`src/fetch_pkg.sv`:
```
package fetch_pkg;

    // virtual PC and instruction word
    typedef logic [63:0] addr_t;
    typedef logic [31:0] inst_t;

    // fetch exception causes, encoded as in the privileged spec
    typedef enum logic [3:0] {
        INSTR_ADDR_MISALIGNED = 4'd0,
        INSTR_ACCESS_FAULT    = 4'd1
    } ex_cause_e;

    // prediction attached to one fetched PC
    typedef struct packed {
        logic  taken;
        addr_t target;
    } bpred_t;

    // one entry of the fetch queue
    typedef struct packed {
        addr_t     pc;
        bpred_t    bpred;
        logic      ex_valid;
        ex_cause_e ex_cause;
    } fetch_entry_t;

    // fetch addresses at or above this point have no backing memory
    localparam addr_t PHYS_MEM_LIMIT = 64'h0000_0001_0000_0000;

    // sequential fetch step, one 32-bit instruction
    localparam addr_t PC_STEP = 64'd4;

endpackage

```
`src/fetch_if.sv`:
```
`timescale 1ns/1ps

interface fetch_if import fetch_pkg::*; ();

    logic         valid;
    logic         ready;
    fetch_entry_t entry;
    // one-cycle redirect pulse travelling with the entries
    logic         flush;

    modport producer (
        output valid,
        output entry,
        output flush,
        input  ready
    );

    modport consumer (
        input  valid,
        input  entry,
        input  flush,
        output ready
    );

endinterface

```
`src/fetch_apb_port.sv`:
```
`timescale 1ns/1ps

module fetch_apb_port import fetch_pkg::*; (
    input  logic      clk_i,
    input  logic      rstn_i,
    fetch_if.consumer pop_if,
    output addr_t     paddr_o,
    output logic      psel_o,
    output logic      penable_o,
    input  inst_t     prdata_i,
    input  logic      pready_i,
    input  logic      pslverr_i,
    output logic      inst_valid_o,
    input  logic      inst_ready_i,
    output addr_t     inst_pc_o,
    output inst_t     inst_o,
    output logic      inst_ex_valid_o,
    output ex_cause_e inst_ex_cause_o,
    output bpred_t    inst_pred_o
);

    typedef enum logic [1:0] {
        IDLE,
        SETUP,
        ACCESS,
        PRESENT
    } state_e;

    state_e    state_q;
    logic      discard_q;
    addr_t     pc_q;
    bpred_t    bpred_q;
    inst_t     inst_q;
    logic      ex_valid_q;
    ex_cause_e ex_cause_q;

    // one entry at a time, never taken while a redirect is flushing
    assign pop_if.ready = (state_q == IDLE) && !pop_if.flush;

    assign paddr_o   = pc_q;
    assign psel_o    = (state_q == SETUP) || (state_q == ACCESS);
    assign penable_o = state_q == ACCESS;

    assign inst_valid_o    = state_q == PRESENT;
    assign inst_pc_o       = pc_q;
    assign inst_o          = inst_q;
    assign inst_ex_valid_o = ex_valid_q;
    assign inst_ex_cause_o = ex_cause_q;
    assign inst_pred_o     = bpred_q;

    always_ff @(posedge clk_i, negedge rstn_i) begin
        if (!rstn_i) begin
            state_q   <= IDLE;
            discard_q <= 1'b0;
        end else begin
            case (state_q)
                IDLE: begin
                    if (pop_if.valid && pop_if.ready) begin
                        state_q <= pop_if.entry.ex_valid ? PRESENT : SETUP;
                    end
                end
                SETUP: begin
                    state_q <= ACCESS;
                    if (pop_if.flush) begin
                        discard_q <= 1'b1;
                    end
                end
                ACCESS: begin
                    if (pready_i) begin
                        // a flushed read still finishes on the bus
                        state_q   <= (discard_q || pop_if.flush) ? IDLE : PRESENT;
                        discard_q <= 1'b0;
                    end else if (pop_if.flush) begin
                        discard_q <= 1'b1;
                    end
                end
                PRESENT: begin
                    if (inst_ready_i || pop_if.flush) begin
                        state_q <= IDLE;
                    end
                end
                default: state_q <= IDLE;
            endcase
        end
    end

    always_ff @(posedge clk_i) begin
        if (state_q == IDLE && pop_if.valid && pop_if.ready) begin
            pc_q       <= pop_if.entry.pc;
            bpred_q    <= pop_if.entry.bpred;
            inst_q     <= '0;
            ex_valid_q <= pop_if.entry.ex_valid;
            ex_cause_q <= pop_if.entry.ex_cause;
        end else if (state_q == ACCESS && pready_i) begin
            inst_q <= prdata_i;
            if (pslverr_i) begin
                ex_valid_q <= 1'b1;
                ex_cause_q <= INSTR_ACCESS_FAULT;
            end
        end
    end

endmodule

```
`src/flat_wrapper.sv`:
```
// flat-port wrapper written by rule: the top's interface ports become plain ports
module fetch_apb_port_flat import fetch_pkg::*;
  (clk_i, rstn_i, paddr_o, psel_o, penable_o, prdata_i, pready_i, pslverr_i, inst_valid_o, inst_ready_i, inst_pc_o, inst_o, inst_ex_valid_o, inst_ex_cause_o, inst_pred_o, pop_if_valid, pop_if_entry, pop_if_flush, pop_if_ready);
  fetch_if pop_if_i ();
  input  logic clk_i;
  input  logic rstn_i;
  output addr_t paddr_o;
  output logic psel_o;
  output logic penable_o;
  input  inst_t prdata_i;
  input  logic pready_i;
  input  logic pslverr_i;
  output logic inst_valid_o;
  input  logic inst_ready_i;
  output addr_t inst_pc_o;
  output inst_t inst_o;
  output logic inst_ex_valid_o;
  output ex_cause_e inst_ex_cause_o;
  output bpred_t inst_pred_o;
  input wire logic [$bits(pop_if_i.valid)-1:0] pop_if_valid;
  input wire logic [$bits(pop_if_i.entry)-1:0] pop_if_entry;
  input wire logic [$bits(pop_if_i.flush)-1:0] pop_if_flush;
  output wire logic [$bits(pop_if_i.ready)-1:0] pop_if_ready;
  assign pop_if_i.valid = pop_if_valid;
  assign pop_if_i.entry = pop_if_entry;
  assign pop_if_i.flush = pop_if_flush;
  assign pop_if_ready = pop_if_i.ready;
  fetch_apb_port u_core (.clk_i(clk_i), .rstn_i(rstn_i), .pop_if(pop_if_i), .paddr_o(paddr_o), .psel_o(psel_o), .penable_o(penable_o), .prdata_i(prdata_i), .pready_i(pready_i), .pslverr_i(pslverr_i), .inst_valid_o(inst_valid_o), .inst_ready_i(inst_ready_i), .inst_pc_o(inst_pc_o), .inst_o(inst_o), .inst_ex_valid_o(inst_ex_valid_o), .inst_ex_cause_o(inst_ex_cause_o), .inst_pred_o(inst_pred_o));
endmodule
```
`config.mk`:
```
export PLATFORM = sky130hd
export DESIGN_NAME = fetch_apb_port_flat
export DESIGN_NICKNAME = d
export VERILOG_FILES = /design/src/fetch_pkg.sv /design/src/fetch_if.sv /design/src/fetch_apb_port.sv /design/src/flat_wrapper.sv
export SDC_FILE = /design/constraint.sdc
export NUM_CORES = 1
export LEC_CHECK = 0
export ABC_AREA = 1
export BUFFER_PORTS_ARGS = -buffer_cell sky130_fd_sc_hd__buf_4
export CORE_AREA = 8 8 153 155
export CTS_CLUSTER_DIAMETER = 30
export CTS_CLUSTER_SIZE = 40
export DETAILED_ROUTE_END_ITERATION = 10
export DIE_AREA = 0 0 161 163
export PLACE_DENSITY = 0.62
export SETUP_SLACK_MARGIN = 0.3
export SLEW_MARGIN = 20
export SYNTH_ARGS = -nofsm -noshare
export SYNTH_HDL_FRONTEND = slang
export SYNTH_SLANG_ARGS = --single-unit
```
`constraint.sdc`:
```
create_clock -name clk_i -period 2.4 [get_ports clk_i]
set_input_delay 0.24 -clock clk_i [delete_from_list [all_inputs] [get_ports clk_i]]
set_output_delay 0.24 -clock clk_i [all_outputs]
set_load 0.02 [all_outputs]
```
======== After elaboration in Yosys (flattened, before gate mapping) ========
Cells that the tools add are included.
operators by class
  eq/ne operators ......................... 6
  mux-type cells .......................... 15
  reductions and logical operators ........ 15
operators with widths
  kind                                                                    number
  4-bit two-way mux                                                       3
  2-bit two-way mux                                                       5
  2-bit one-hot mux with 4 select lines                                   1
  2-bit nonzero test                                                      3
  1-bit logical AND                                                       5
  1-bit two-way mux                                                       5
  2-bit equality test (second input constant)                             2
  2-bit by 1-bit != test with 1-bit output (second input constant)        2
  1-bit logical OR                                                        3
  3-bit AND reduction                                                     1
  2-bit by 1-bit equality test with 1-bit output (second input constant)  1
  2-bit zero test                                                         1
  2-bit != test (second input constant)                                   1
  1-bit one-hot mux with 2 select lines                                   1
  2-bit AND reduction                                                     1
  1-bit zero test                                                         1
storage, ports and cells
  register bits after elaboration ......... 169

======== Depth between registers and ports, before layout ========
  word-level depth ........................ 5
  depth in mapped cells ................... 8

======== Worst setup path after synthesis ========
No wires, ideal clock.
  path type ............................... reg2reg
  start point ............................. register u_core.state_q[0]
  end point ............................... register u_core.pc_q[0], in the netlist u_core.inst_pc_o[0] (enable)
  library setup time ...................... 0.388 ns
  arrival ................................. 1.896 ns
  data required time ...................... 2.012 ns
  path slack .............................. 0.116 ns
  stages on the path, launching flop included .. 8
  buffers on the path ..................... 1
  cell sequence ........................... dfrtp_1 -> inv_1 -> ha_1 -> inv_1 -> nor2_2 -> nand2_4 -> inv_4 -> buf_6
on the way
  longest elaborated chain between the ends .. 3
  elaborated cells between the ends (all ways) .. 4
ends and longest elaborated chain
  what                      line                  source
  start: declaration        fetch_apb_port.sv:29  state_e state_q;
  start signal: assignment  fetch_apb_port.sv:59  state_q <= pop_if.entry.ex_valid ? PRESENT : SETUP;
  start signal: assignment  fetch_apb_port.sv:71  state_q <= (discard_q || pop_if.flush) ? IDLE : PRESENT;
  2-bit zero test           fetch_apb_port.sv:38  assign pop_if.ready = (state_q == IDLE) && !pop_if.flush;
  1-bit logical AND         fetch_apb_port.sv:38
  named net pop_if_ready    flat_wrapper.sv:23    output wire logic [$bits(pop_if_i.ready)-1:0] pop_if_ready;
  1-bit logical AND         fetch_apb_port.sv:88  if (state_q == IDLE && pop_if.valid && pop_if.ready) begin
  end signal: assignment    fetch_apb_port.sv:89  pc_q <= pop_if.entry.pc;
  end: declaration          fetch_apb_port.sv:31  addr_t pc_q;
The timed path passes the listed nets, and every way through them passes these cells.
A chain may end at the register's enable or synchronous reset.

======== Final worst setup path ========
  start point ............................. register u_core.state_q[0]
  end point ............................... register u_core.bpred_q, in the netlist u_core.inst_pred_o[0] (enable)
on the way
  longest elaborated chain between the ends .. 3
  elaborated cells between the ends (all ways) .. 4
ends and longest elaborated chain
  what                                         line                                        source
  2-bit zero test (*)                          fetch_apb_port.sv:38, fetch_apb_port.sv:88
  1-bit logical AND, on equally long branches  fetch_apb_port.sv:88, fetch_apb_port.sv:38
  1-bit logical AND (*)                        fetch_apb_port.sv:88
  end signal: assignment                       fetch_apb_port.sv:90                        bpred_q <= pop_if.entry.bpred;
  end: declaration                             fetch_apb_port.sv:32                        bpred_t bpred_q;
Every way passes the cells marked *; elsewhere a longest branch is shown, timed or not.

==> summary.txt <==
Setup path
  • Worst Path Max Fanout: 38
  • Critical Path Start Type: register
  • CP required: 2.50 ns
  • Critical Path Start: u_core.state_q[0]$_DFFE_PN0P_
  • Worst r2r src: u_core.state_q[0]$_DFFE_PN0P_
  • Critical Path AT: 1.94 ns
  • CP endpoint kind: register
  • Setup Crit Path Kind: reg2reg

Timing
  • Final min period: 1.84 ns
  • Post-route clock period utilization: 76.7%
  • Final Hold Fails: 0
  • RSZ-0062 raised after global routing: false
  • Highest clock rate: 543 MHz
  • Slew @ Worst Pin: 0.367 ns
  • Max Slew Vio Count: 0
  • Final Skew: 0.0114 ns
  • Setup TNS: 0 ns
  • Final-report setup violation count: 0
  • Rel. slew slack: 75.5%

Cells and area
  • Most common cell after layout, fill and taps aside: buf_4
  • Fill count: 1805
  • Commonest cells after routing, fill and taps aside: buf_4, edfxtp_1, dlygate4sd3_1, nand2_1, dfxtp_1
  • Syn-to-layout area delta: 79.2%
  • Nets@finish: 1056
  • Sequential Area: 0.00474 mm²
  • Multi-input gate area: 724 µm²
  • Share of cells above drive strength 1: 53.9%
  • Final core utilization: 52.3%

Power
  • P_int: 0.00688 W
  • Pwr dens: 934 mW/mm²
  • Switching Share: 32.4%
  • Comb power frac: 32.0%
  • Clock power frac: 28.0%
  • Switching pwr: 0.00330 W
  • Total power: 0.0102 W
  • Leak: 4.70 nW
  • Flop pwr share: 40.0%
  • Worst VDD drop: 0.598 mV

Logic synthesis
  • Syn Nets: 568
  • Synth warn: 0
  • Sequential share of the synthesized area: 77.9%
  • Synth cell types: 22
  • Synth Register Bits: 169
  • Synth top area share: 66.1%
  • Synth area leader: edfxtp_1
  • Syn_area_per_cell: 15.6 µm²
  • Cell Area, Synth: 0.00608 mm²
  • Area contributors post-synth: edfxtp_1, dfxtp_1, buf_4
  • Mapped Cells: 391

Clock network
  • Reg clk slew, reported paths: 0.07 ns
  • Clock Latency Late Sink: 0.42 ns
  • CTS tree: built
  • # Post-CTS Setup Buffers: 0
  • CTS buffer count: 17
  • CTS HTree Levels: 4
  • Clk root buf: clkbuf_16
  • Max clock buf depth: 2
  • CTS sink cnt: 169

Global route
  • Initial antenna violation count: 4
  • Global-route wire length before repair: 32.7 mm
  • Vias in the first global route: 5409
  • Total gr overflow: 0
  • Largest net degree at the start of global routing: 39
  • GRT Overall Usage: 16.7%

Drt
  • DRC Markers: 0
  • DRT Wirelength: 22.7 mm
  • Drt first pass iters: 4
  • Initial drt markers: 165
  • Detail Route Antenna Nets: 0
  • Detailed-route wire length per cell: 19.4 µm
  • Via Count: 4784
  • Via density: 4.10

Flow run
  • Max-cap violation count: 0

Place
  • Port bufs: 406
  • Final weighted congestion in routability-driven placement: 0.786
  • Hpwl dp: 17.7 mm

Min path
  • Hold Path Class: in2reg
  • Hold path startpoint: pop_if_entry[41]

Die
  • Cell Rows: 53
  • Core Box Area: 0.0208 mm²
  • Die Wd: 161 µm
  • Io pins: 407
  • Initial Util: 29.2%
  • Die Y: 163 µm
  • Die area: 0.0262 mm²

Run status
  • Status: complete, no violations
-- worst paths after layout --
path                                                    end  slack, ns  depth (start not counted)
setup / recovery            u_core.inst_pred_o[0]$_DFFE_PP_       0.56                          7
hold / removal             u_core.inst_pred_o[36]$_DFFE_PP_       0.04                          1
setup reg to reg            u_core.inst_pred_o[0]$_DFFE_PP_       0.56                          7
hold reg to reg               u_core.inst_o[7]$_SDFFE_PP0P_       0.46                          2
max in group asynchronous     u_core.state_q[1]$_DFFE_PN0P_       2.17                          2
min in group asynchronous     u_core.state_q[0]$_DFFE_PN0P_       0.14                          2
-- cell families after synthesis --
group	count (synthesis)	share of synthesized area [%]
flip-flops	169	77.9
AO/OA/AOI/OAI	38	5.00
adder cells (fa/ha/maj)	4	0.823
AND/OR/NAND/NOR	93	6.09
buffers and inverters	87	10.2
-- power groups by stage --
| stage | Sequential (W) | Combinational, W | Clock (W) |
|---|---|---|---|
| 2_1_floorplan | 0.00470 | 0.00115 | 0 |
| 4_1_cts | 0.00407 | 0.00332 | 0.00295 |
| 5_1_grt | 0.00413 | 0.00352 | 0.00305 |
| 6_report | 0.00407 | 0.00326 | 0.00285 |
| 3_5_place_dp | 0.00412 | 0.00314 | 0 |
| 3_3_place_gp | 0.00411 | 0.00311 | 0 |
-- worst max-delay path, stage by stage (launching register included) --
cell	delay (ns)
dfrtp_1	0.40
inv_1	0.13
ha_1	0.18
inv_1	0.06
nor2_2	0.14
nand2_4	0.10
inv_6	0.22
buf_12	0.27
-- final cells by class --
class / instances / share of cell area, %
flip-flops and latches: 169 / 43.5
clock buffers: 17 / 3.90
multi-input cells: 135 / 6.65
well taps: 275 / 3.16
repair buffers: 542 / 40.6
clock inverters: 14 / 1.69
inverters: 14 / 0.539
diodes: 1 / 0.0230
-- flip-flops by register name, indices dropped and copies added (netlist names) --
name and cells:
u_core.inst_pred_o 65, u_core.discard_q 1, u_core.state_q 2, u_core.inst_ex_cause_o 4
u_core.inst_pc_o 64, u_core.inst_o 32, u_core.inst_ex_valid_o 1
-- through the flow --
stage	instance area (µm²)	hold WS, ns	setup slack, ns	std cells
after floorplan	6090	-0.0556	0.384	391
after global placement	9030	0.0330	0.591	1009
after detailed placement	9030	0.0330	0.547	1009
after CTS	10900	0.0206	0.529	1166
after global routing	10900	0.0210	0.393	1167
final	10900	0.0401	0.558	1167
-- Yosys cell counts --
| library cell | count |
|---|---|
| buf_2 | 3 |
| o21a_1 | 1 |
| nand3_1 | 3 |
| nand2_2 | 1 |
| dfxtp_1 | 32 |
| nand2_1 | 78 |
| dfrtp_1 | 3 |
| buf_6 | 6 |
| or2_1 | 2 |
| a21oi_1 | 6 |
| clkinv_2 | 1 |
| a21oi_2 | 29 |
| nand2_4 | 1 |
| nor2_1 | 7 |
| inv_4 | 1 |
| a21o_1 | 1 |
| inv_1 | 12 |
| o21ai_1 | 1 |
| ha_1 | 4 |
| nor2_2 | 1 |
| buf_4 | 64 |
| edfxtp_1 | 134 |
-- routing by layer --
metal | track usage (%) | vias to the layer above | wire [µm]
li1 | - | 2257 | -
met1 | 16.4 | 2267 | 7830
met2 | 30.5 | 239 | 12200
met3 | 8.32 | 21 | 2320
met4 | 4.71 | 0 | 342
met5 | 0 | - | 0
-- timing repair --
item                                   CTS  global route
gates resized for setup                  0             0
hold buffers                           126             0
endpoints found under the hold margin  128             0
No activity file was read; power rests on OpenSTA's default activity.
